===== src/link_pkg.sv =====
// receive-side definitions: frame layout, link timing and copy FSM states
`default_nettype none

package link_pkg;

    // --------------------
    // frame geometry
    // --------------------
    localparam int unsigned FRAME_WORDS = 64;        // words per frame = buffer depth
    typedef logic [$clog2(FRAME_WORDS)-1:0] frame_addr_t;
    typedef logic [31:0] link_word_t;

    // word groups, selected by the upper three address bits
    localparam logic [2:0] POS_GROUP = 3'd1;         // 0x08..0x0f, slot 0 unused
    localparam logic [2:0] POT_GROUP = 3'd2;         // 0x10..0x17

    // status words live in the group after the pots
    localparam frame_addr_t SWITCH_WORD        = {POT_GROUP + 3'd1, 3'd1};
    localparam frame_addr_t ESII_WORD          = {POT_GROUP + 3'd1, 3'd2};
    localparam frame_addr_t INST_MODEL_WORD    = {POT_GROUP + 3'd1, 3'd4};
    localparam frame_addr_t INST_ID_WORD       = {POT_GROUP + 3'd1, 3'd5};
    localparam frame_addr_t PRELOAD_VALID_WORD = {POT_GROUP + 3'd1, 3'd7}; // bit 0 only

    // --------------------
    // link watchdog
    // --------------------
    // kept short so a few frames fit in one window in simulation
    localparam int unsigned WDOG_WINDOW_CYCLES = 2000;
    localparam int unsigned WDOG_CNT_W = $clog2(WDOG_WINDOW_CYCLES);

    // copy from pre-check buffer to main buffer
    typedef enum logic {
        COPY_IDLE,
        COPY_RUN
    } copy_state_e;

endpackage

`default_nettype wire


===== src/regmap_pkg.sv =====
// host register map: address spaces, offsets, encoder constants and fill values
`default_nettype none

package regmap_pkg;

    typedef logic [15:0] reg_addr_t;   // host bus address
    typedef logic [31:0] reg_data_t;   // host bus data

    // upper address nibble picks the space
    typedef enum logic [3:0] {
        SPACE_MAIN  = 4'h0,            // per-channel registers, channel in bits 7:4
        SPACE_BOARD = 4'hB,            // board specific
        SPACE_ESPM  = 4'hC             // raw received words, bits 5:0
    } space_e;

    // --------------------
    // encoders
    // --------------------
    localparam int unsigned ENC_CHANNELS = 7;
    typedef logic [23:0] enc_count_t;
    localparam enc_count_t ENC_MIDRANGE = 24'h800000;  // preload after reset

    // main space offsets, address bits 3:0
    localparam logic [3:0] OFF_ENC_LOAD = 4'h4;
    localparam logic [3:0] OFF_ENC_DATA = 4'h5;

    // --------------------
    // board specific space
    // --------------------
    localparam logic [11:0] BS_CRC_ERR    = 12'h000;
    localparam logic [11:0] BS_CRC_GOOD   = 12'h001;
    localparam logic [11:0] BS_ESII       = 12'h010;
    localparam logic [11:0] BS_INST_MODEL = 12'h012;
    localparam logic [11:0] BS_INST_ID    = 12'h013;
    localparam logic [11:0] BS_SWITCH     = 12'h021;
    localparam logic [11:0] BS_BUILD      = 12'hfff;

    localparam reg_data_t FILL_WORD    = 32'h0000cccc; // any unmapped address
    localparam reg_data_t BUILD_NUMBER = 32'h00000100;

endpackage

`default_nettype wire


===== src/encoder_preload_channel.sv =====
// one encoder channel: host preload kept as offset against the received position
`timescale 1ns/1ns
`default_nettype none

module encoder_preload_channel #(
    parameter int unsigned CHANNEL = 1        // 1..7, matches pos_index_i
) (
    input  wire                       sysclk,
    input  wire                       rst_n_i,
    input  wire                       reg_wen_i,
    input  wire regmap_pkg::reg_addr_t reg_waddr_i,
    input  wire regmap_pkg::reg_data_t reg_wdata_i,
    input  wire                       pos_valid_i,
    input  wire [2:0]                 pos_index_i,
    input  wire link_pkg::link_word_t pos_data_i,
    output regmap_pkg::enc_count_t    preload_o,
    output regmap_pkg::enc_count_t    count_o,
    output logic                      overflow_o
);

    import regmap_pkg::*;

    enc_count_t position;     // raw count from the module
    enc_count_t offset;       // preload minus position at load time
    logic       load_hit;
    logic       near_end;     // count close to either end of range

    // preload write aimed at this channel
    assign load_hit = reg_wen_i
                   && (reg_waddr_i[15:12] == SPACE_MAIN)
                   && (reg_waddr_i[7:4] == 4'(CHANNEL))
                   && (reg_waddr_i[3:0] == OFF_ENC_LOAD);

    assign count_o  = position + offset;   // wraps mod 2^24
    assign near_end = (count_o[23:12] == 12'h000) || (count_o[23:12] == 12'hfff);

    always_ff @(posedge sysclk or negedge rst_n_i) begin
        if (!rst_n_i) begin
            position   <= '0;
            preload_o  <= ENC_MIDRANGE;
            offset     <= '0;
            overflow_o <= 1'b0;
        end else begin
            if (pos_valid_i && (pos_index_i == 3'(CHANNEL))) begin
                position <= pos_data_i[23:0];
            end
            if (load_hit) begin
                preload_o  <= reg_wdata_i[23:0];
                offset     <= reg_wdata_i[23:0] - position;
                overflow_o <= 1'b0;         // new preload, fresh start
            end else if (near_end) begin
                overflow_o <= 1'b1;         // sticky until next preload
            end
        end
    end

endmodule

`default_nettype wire


===== config.mk =====
export PLATFORM = sky130hd
export DESIGN_NAME = encoder_preload_channel
export DESIGN_NICKNAME = d
export VERILOG_FILES = /design/src/link_pkg.sv /design/src/regmap_pkg.sv /design/src/encoder_preload_channel.sv
export SDC_FILE = /design/constraint.sdc
export NUM_CORES = 1
export LEC_CHECK = 0
export BUFFER_PORTS_ARGS = -buffer_cell sky130_fd_sc_hd__clkbuf_2
export CAP_MARGIN = 15
export CORE_MARGIN = 5
export CORE_UTILIZATION = 40
export DETAILED_ROUTE_END_ITERATION = 10
export PLACE_DENSITY = 0.71
export SLEW_MARGIN = 20
export SYNTH_ARGS = -nofsm -noshare
export SYNTH_HDL_FRONTEND = slang
export SYNTH_SLANG_ARGS = --single-unit

===== constraint.sdc =====
create_clock -name sysclk -period 3.26 [get_ports sysclk]
set_clock_uncertainty 0.1 [all_clocks]
set_input_delay 0.163 -clock sysclk [delete_from_list [all_inputs] [get_ports sysclk]]
set_output_delay 0.163 -clock sysclk [all_outputs]
set_load 0.03 [all_outputs]

# After elaboration in Yosys (flattened, before gate mapping)

Cells that the tools add are included.

$add $sub $neg: 2
Equal/unequal tests: 4
Mux-type cells: 2
Reductions and logical operators: 8

Operator list:

| cell                                                            | number |
|---|---|
| 24-bit adder                                                    | 1 |
| 24-bit subtractor                                               | 1 |
| 12-bit == test, second input constant                           | 1 |
| 12-bit logical NOT                                              | 1 |
| 4-bit by 1-bit == test with 1-bit output, second input constant | 1 |
| 4-bit by 3-bit == test with 1-bit output, second input constant | 1 |
| 1-bit logical AND                                               | 4 |
| 4-bit logical NOT                                               | 1 |
| 3-bit by 1-bit == test with 1-bit output, second input constant | 1 |
| 1-bit two-way mux                                               | 2 |
| 2-bit nonzero test                                              | 1 |
| 1-bit logical OR                                                | 1 |

Register bits: 73
Input bits: 87
Output and inout bits: 49
Word-level logic and storage cells: 20

# Longest topological paths before layout

Gate-level depths: netlist of the first run.

Depth after elaboration: 5
Gate-level depth with buffers: 12
Gate-level depth less buffers: 12

# Worst setup path before layout of the first run

OpenSTA, ideal clock, no wires.

Path kind: register to register
From: reg position[0]
To: reg overflow_o
Setup time: 0.083 ns
Data arrival time: 3.142 ns
Required time: 3.077 ns
Slack: -0.064 ns
Stages on the path, launching flop included: 12
Buffers on the path: 0
Clock period less this slack: 3.324 ns
Cells stage by stage: dfrtp_1 > ha_1 > fa_1 > a211o_1 > o211ai_1 > o211a_1 > o21ai_0 > a221oi_1 > mux2i_1 > nand2_1 > or4_1 > o211ai_2

Word-level cells in the longest chain between the ends: 4
Elaborated cells between the ends (all ways): 5
Those cells by class: add/sub: 1; eq/ne: 1; reduce/logical: 3

Ends and longest elaborated chain:

| item                                                        | RTL line                      | text |
|---|---|---|
| start, declared                                             | encoder_preload_channel.sv:23 | `enc_count_t position;` |
| start signal, assigned                                      | encoder_preload_channel.sv:45 | `position <= pos_data_i[23:0];` |
| 24-bit adder *                                              | encoder_preload_channel.sv:34 | `assign count_o = position + offset;` |
| named net count_o[18]                                       | encoder_preload_channel.sv:17 | `output regmap_pkg::enc_count_t count_o,` |
| 12-bit == test / 12-bit logical NOT (equally long branches) | encoder_preload_channel.sv:35 | `assign near_end = (count_o[23:12] == 12'h000) \|\| (count_o[23:12] == 12'hfff);` |
| 1-bit logical OR *                                          | encoder_preload_channel.sv:35 |  |
| 2-bit nonzero test (no source line) *                       | --                            |  |
| end signal, assigned                                        | encoder_preload_channel.sv:42 | `overflow_o <= 1'b0;` |
| end signal, assigned                                        | encoder_preload_channel.sv:50 | `overflow_o <= 1'b0;` |
| end signal, assigned                                        | encoder_preload_channel.sv:52 | `overflow_o <= 1'b1;` |
| end, declared                                               | encoder_preload_channel.sv:18 | `output logic overflow_o` |

Mark *: on every way through the listed nets, which the timed path passes. The rest lies on a longest branch.
A chain may end at the register's enable or synchronous reset.

# Worst setup path in the final report of the first run

From: reg position[0]
To: out count_o[22]

Word-level cells in the longest chain between the ends: 1

Ends and longest elaborated chain:

| item          | RTL line |
|---|---|
| 24-bit adder  | encoder_preload_channel.sv:34 |
| end, declared | encoder_preload_channel.sv:17 |

No other way between the ends.

==> summary.md, run 1 <==
| Metric | Value |
|---|---|
| Cell Rows | 41 |
| Max Cap Viol | 0 |
| Die ar. | 15500 µm² |
| Chip Width | 124.5 µm |
| Layout cells sized above 1 | 24.54% |
| Register Area | 1828 µm² |
| FF+latch count, synth | 73 |
| Routed Antenna Nets | 0 |
| Async SR Flop Fraction | 100.0% |
| Netlist cell types | 59 |
| Slew HR | 37.74% |
| Critical Path, Cell by Cell | ha_2 > fa_2 > a211o_1 > o211ai_1 > o2111ai_1 > a31oi_2 > buf_4 > o31ai_4 > o31ai_2 > xnor2_2 > buf_6 |
| Critical path buffers and inverters | 2 |
| Num CTS Buffers | 9 |
| I/O pin cnt | 136 |
| Worst hold path type | input pin to register |
| Syn nets | 757 |
| Synth-to-Final Area Change | 35.61% |
| Pwr per Cell Area | 490.3 nW/µm² |
| Sequential share of the synthesized area | 34.87% |
| # nets final | 941 |
| Yosys warns | 0 |
| Core area | 12720 µm² |
| Port Buffers | 115 |
| Max VDD drop | 0.0002339 V |
| Reg2reg setup slack | 0.04 ns |
| CTS tree | done |
| Syn avg cell area | 8.429 µm² |
| Slew @ Worst Pin | 0.9339 ns |
| Max Clock Freq | 305.1 MHz |
| Slowest stage delay, CP | 0.38 ns |
| RD Place Congestion | 0.8446 |
| Primary FF master, synth | dfrtp_1 |
| Design area | 7109 µm² |
| First-pass GRT wire length | 24480 µm |
| H-tree depth | 3 |
| Slowest CP cell | dfrtp_1 |
| R2R depth | 12 |
| CTS Buffer Depth | 2 |
| RSZ-0062 raised after global routing | true |
| Final Slew Violations | 0 |
| Setup TNS | -0.01760 ns |
| Worst EP required | 3.00 ns |
| Post-synth EDFFs | 0 |
| Startpoint type of the worst setup path | register |
| CP Capture Type | output pin |
| Vias per cell | 5.149 |
| Worst path depth | 11 |
| Most frequent cells in the layout | 134 x nand2_1, 111 x clkbuf_2, 72 x dfrtp_1 |
| Layout fillers | 1158 |
| Number of global-route vias before repair | 4921 |
| Post-route setup slack | -0.01760 ns |
| Antenna diodes | 0 |
| Synth Cell Area | 5243 µm² |
| Synthesized netlist cell count | 622 |
| Num Clock Sinks | 73 |
| Routed len/inst | 15.46 µm |
| Area after DPL | 6205 µm² |
| Worst-skew pair later-pin latency | 0.34 ns |
| Hold path depth | 3 |
| Root Buffer | clkbuf_16 |
| WL final | 15190 µm |
| Tot Pwr | 3486 µW |
| Post-placement setup slack | 0.009723 ns |
| Area of the multi-input gates | 3288 µm² |
| Pin count of the biggest net entering global routing | 74 |
| Clock transition at path regs | 0.06 ns |
| CP Class | register to output pin |
| Delay-heaviest family, CP | compound AO/OA/AOI/OAI gates |
| DR pass1 iterations | 4 |
| Final hold vios | 0 |
| Commonest non-fill, non-tap cell in the layout | nand2_1 |
| Total gr overflow | 0 |
| Starting density of the core | 41.21% |
| Leak | 0.003644 µW |
| Status | finished, violations left |
| Crit path time final | 3.278 ns |
| Initial antenna violation count | 0 |
| Failing checks | setup timing |
| Worst-path maximum fanout | 3 |
| Post-DP HPWL | 11000 µm |
| DRC | 0 |
| Final worst-path cycle share | 100.5% |
| Final setup viols | 1 |
| First DRT Iteration DRCs | 232 |
| Gr usage total | 19.11% |
| Critical path arrival | 3.01 ns |
| Die H | 124.5 µm |
| Via count | 5061 |
-- path summary, 6_finish.rpt --
| path | start | endpoint |
|---|---|---|
| max in group asynchronous | rst_n_i | position[22] |
| min in group asynchronous | rst_n_i | preload_o[4] |
| setup / recovery | position[0] | count_o[22] |
| hold / removal | reg_wdata_i[0] | preload_o[0] |
| hold reg to reg | preload_o[4] | preload_o[4] |
| setup reg to reg | position[0] | overflow_o |
-- power breakdown --
part / internal (µW) / total, µW / switching (µW) / leakage, µW
Combinational: 549 / 1350 / 804 / 0.00251
Clock: 710 / 1110 / 400 / 0.000162
Sequential: 975 / 1020 / 48.2 / 0.000973
Total: 2230 / 3490 / 1250 / 0.00364
-- synthesized netlist by cell type (all sizes together) (3+ instances only) --
cell type	number	area, µm²
nand2b	6	37.54
a21oi	33	168.9
o211ai	10	85.08
nand3	14	70.07
inv	42	157.7
a211oi	3	35.03
or3	3	20.02
and3	5	32.53
buf	3	26.27
nor2b	9	56.30
a31oi	5	31.28
clkbuf	17	63.81
a221oi	3	26.28
o31ai	9	81.33
xnor2	22	192.7
mux2	4	45.04
a211o	4	35.03
nor2	19	71.32
o21ai	58	294.0
or4	5	37.54
xor2	10	87.58
o21bai	4	30.03
nand4	8	50.05
nand2	135	506.7
ha	46	575.6
mux2i	5	50.05
nor3	11	55.05
a21boi	5	37.54
o2111ai	3	26.28
a21o	15	112.6
o21a	8	60.06
dfrtp	72	1802
nor4	4	25.02
-- metrics by stage --
stage / hold slack, ns / std cells / utilization, %
2_1_floorplan: -0.2326 / 622 / -
3_3_place_gp: 0.2572 / 918 / 48.77
3_5_place_dp: 0.2636 / 918 / 48.77
4_1_cts: 0.01378 / 981 / 55.19
5_1_grt: 0.03226 / 983 / 55.88
6_report: 0.01099 / 983 / 55.88
-- cells by family (layout without fill, tap and decap cells) --
family / count (synthesis) / count (layout) / synth area share (%)
AO/OA/AOI/OAI: 171 / 171 / 21.86
XOR/XNOR: 32 / 32 / 5.346
adder cells (fa/ha/maj): 48 / 48 / 11.74
buffers and inverters: 62 / 251 / 4.725
flip-flops: 73 / 73 / 34.87
multiplexers: 9 / 9 / 1.814
AND/OR/NAND/NOR: 227 / 227 / 19.64
-- layer usage --
layer / vias up / share of wire [%] / track usage (%)
met5: - / 0 / 0
met3: 14 / 3.6 / 2.916
li1: 2569 / - / -
met2: 125 / 48 / 31.68
met4: 0 / 1.3 / 5.803
met1: 2353 / 48 / 25.74
-- final cells by class --
type                            count  share of cell area [%]
Timing Repair Buffer              193                   18.15
Inverter                           42                   2.218
Sequential cell                    73                   25.71
Clock inverter                      5                   1.091
Clock buffer                       11                   3.555
Multi-Input combinational cell    487                   46.25
Tap cell                          172                   3.027
-- state kept, by name (all words and copies together), names as in the netlist --
name and cells:
preload_o 24, position 24, overflow_o 1, offset 24
-- worst register-to-register path, cell delays in order (launching register included) --
cell       delay [ns]
dfrtp_1          0.38
ha_2             0.21
fa_2             0.34
a211o_1          0.31
o211ai_1         0.14
o2111ai_1        0.19
a31oi_2          0.26
buf_4            0.16
xnor2_2          0.07
nor4_1           0.26
nand3_1          0.11
or4_4            0.49
o211ai_2         0.14
-- timing repair --
| item | 4_1_cts | 5_1_grt |
|---|---|---|
| hold buffers | 47 | 0 |
| resized for setup | 3 | 22 |
| setup buffers | 0 | 2 |
| setup endpoints to repair | 3 | 9 |
| hold endpoints to repair | 118 | 0 |
| pin swaps | 2 | 13 |
(Power assumes the default switching activity.)
==> inputs of run 2 (changes only) <==
- CORE_UTILIZATION: 40 -> 49
- PLACE_DENSITY: 0.71 -> 0.83
==> run 2 against run 1 <==
Compared with the run above: the flow now finishes without violations; clock power decreased by 38%; final area fell by 2.3%; non-clock buffer count shrank 5; combinational power increased by 4%; critical path depth is the same; fmax up 0.60%; routed wire length grew 6.9%; die area fell by 17%; critical path type unchanged; critical endpoint unchanged; largest cell class unchanged.
==> summary.md, run 2 (synthesis results as in run 1) <==
| Metric | Value |
|---|---|
| Final setup viols | 0 |
| Initial antenna violation count | 0 |
| R2R Path Start | offset[0] |
| Port Buffers | 115 |
| Starting density of the core | 50.56% |
| Chip Width | 113.4 µm |
| Core area | 10370 µm² |
| Final hold vios | 0 |
| Met1 wire length | 6800 µm |
| Max Clock Freq | 306.9 MHz |
| Slew HR | 33.25% |
| Largest regs | offset (24), position (24), preload_o (24) |
| CTS Buffer Depth | 2 |
| Wire length on met2 | 7753 µm |
| # nets final | 936 |
| Pin count of the biggest net entering global routing | 52 |
| Post-route setup slack | 0.001874 ns |
| Worst EP required | 3.00 ns |
| Critical Path, Cell by Cell | ha_2 > fa_2 > a211o_1 > o211ai_1 > o2111ai_2 > a31oi_4 > o31ai_4 > o31ai_2 > xnor2_2 > buf_4 > buf_8 |
| Delay-heaviest family, CP | compound AO/OA/AOI/OAI gates |
| Worst-path maximum fanout | 2 |
| Crit path time final | 3.258 ns |
| Routed Antenna Nets | 0 |
| Utilization after layout | 66.96% |
| WL met3 | 1080 µm |
| Worst-skew pair later-pin latency | 0.36 ns |
| Layout cells sized above 1 | 24.44% |
| WL final | 16240 µm |
| First-pass GRT wire length | 26270 µm |
| Most frequent cells in the layout | 134 x nand2_1, 111 x clkbuf_2, 72 x dfrtp_1 |
| Post-placement setup slack | 0.01961 ns |
| Slew @ Worst Pin | 0.9997 ns |
| DRC | 0 |
| Worst hold path type | input pin to register |
| RD Place Congestion | 0.9062 |
| Num CTS Buffers | 9 |
| R2R depth | 13 |
| Num Clock Sinks | 73 |
| CP Capture Type | output pin |
| Total gr overflow | 0 |
| Final Slew Violations | 0 |
| Critical path buffers and inverters | 2 |
| RSZ-0062 raised after global routing | true |
| Hold path depth | 3 |
| Gr usage total | 25.40% |
| DR pass1 iterations | 5 |
| Synth-to-Final Area Change | 32.46% |
| Max Cap Viol | 0 |
| I/O pin cnt | 136 |
| CP Class | register to output pin |
| Slowest stage delay, CP | 0.40 ns |
| Vias per cell | 5.791 |
| H-tree depth | 3 |
| Hold path start | reg_wdata_i[0] |
| Post-DP HPWL | 11260 µm |
| Startpoint type of the worst setup path | register |
| Root Buffer | clkbuf_8 |
| Clock transition at path regs | 0.08 ns |
| Die ar. | 12870 µm² |
| Antenna diodes | 0 |
| Max VDD drop | 0.0002219 V |
| Leak | 0.003565 µW |
| WHS Endpoint | preload_o[0] |
| Status | finished clean |
| Pwr per Cell Area | 451.3 nW/µm² |
| Critical path arrival | 3.00 ns |
| Reg2reg setup slack | 0.01 ns |
| Cell Rows | 37 |
| Number of global-route vias before repair | 5452 |
| Via count | 5455 |
| Layout fillers | 782 |
| Final worst-path cycle share | 99.94% |
| Die H | 113.4 µm |
| Commonest non-fill, non-tap cell in the layout | nand2_1 |
| Critical R2R Capture | overflow_o |
| CTS tree | done |
| Area of the multi-input gates | 3336 µm² |
| Register Area | 1828 µm² |
| Routed len/inst | 17.24 µm |
| Top routing layer in use | met4 |
| First DRT Iteration DRCs | 435 |
| Slowest CP cell | dfrtp_1 |
-- run 2: cell count changes in the layout (fill, tap and decap cells not counted), sizes merged --
cell,change
buf,-5
bufinv,-2
clkbuf,+3
clkinv,-1
-- run 2: layer usage --
layer / up-vias / track usage, %
met4: 0 / 11.70
met5: - / 0
met1: 2588 / 32.45
met2: 253 / 42.02
met3: 57 / 4.509
li1: 2557 / -
-- run 2: stage by stage --
step	hold slack (ns)	total power, µW	TNS [ns]	instances	cell area [µm²]
floorplan	-0.2326	1922	0	622	5263
global placement	0.05336	2254	0	875	6105
detailed placement	0.06933	2300	0	875	6105
CTS	0.001292	3053	0	941	6837
global route	0.03578	3309	-0.4827	942	6944
finish	0.007337	3134	0	942	6944
-- run 2: worst max-delay path by stage --
stage	from	to	slack, ns	depth (start not counted)
final	offset[0]	count_o[22]	0.002	11
after global routing	offset[0]	overflow_o	-0.18	13
after CTS	offset[0]	count_o[18]	0.004	11
after detailed placement	offset[0]	overflow_o	0.02	11
after global placement	position[0]	overflow_o	0.06	11
after floorplan	offset[6]	overflow_o	0.01	10
-- run 2: area by class of cell --
type	count	area share, %
multi-input cells	487	48.04
flip-flops and latches	73	26.32
repair buffers	188	18.25
clock buffers	14	2.486
well taps	136	2.450
inverters	42	2.270
clock inverters	2	0.1802
-- run 2: what timing repair did --
action | CTS | global route
resized for setup | 12 | 22
gates cloned | 0 | 0
endpoints found under the setup margin | 3 | 8
endpoints found under the hold margin | 67 | 0
setup buffers | 3 | 1
hold buffers | 47 | 0
pin swaps | 5 | 6
-- run 2: worst register-to-register path, cell delays in order (launching register included) --
cell,delay (ns)
dfrtp_1,0.40
ha_2,0.21
fa_2,0.34
a211o_1,0.28
o211ai_1,0.16
o2111ai_2,0.18
a31oi_4,0.28
buf_4,0.15
buf_4,0.11
xnor2_2,0.08
nor4_2,0.14
nand3_1,0.09
or4_1,0.54
o211ai_2,0.14
-- run 2: report_power, final --
group / switching [µW] / internal (µW)
Sequential: 53.8 / 973
Combinational: 858 / 557
Clock: 353 / 339
Total: 1260 / 1870
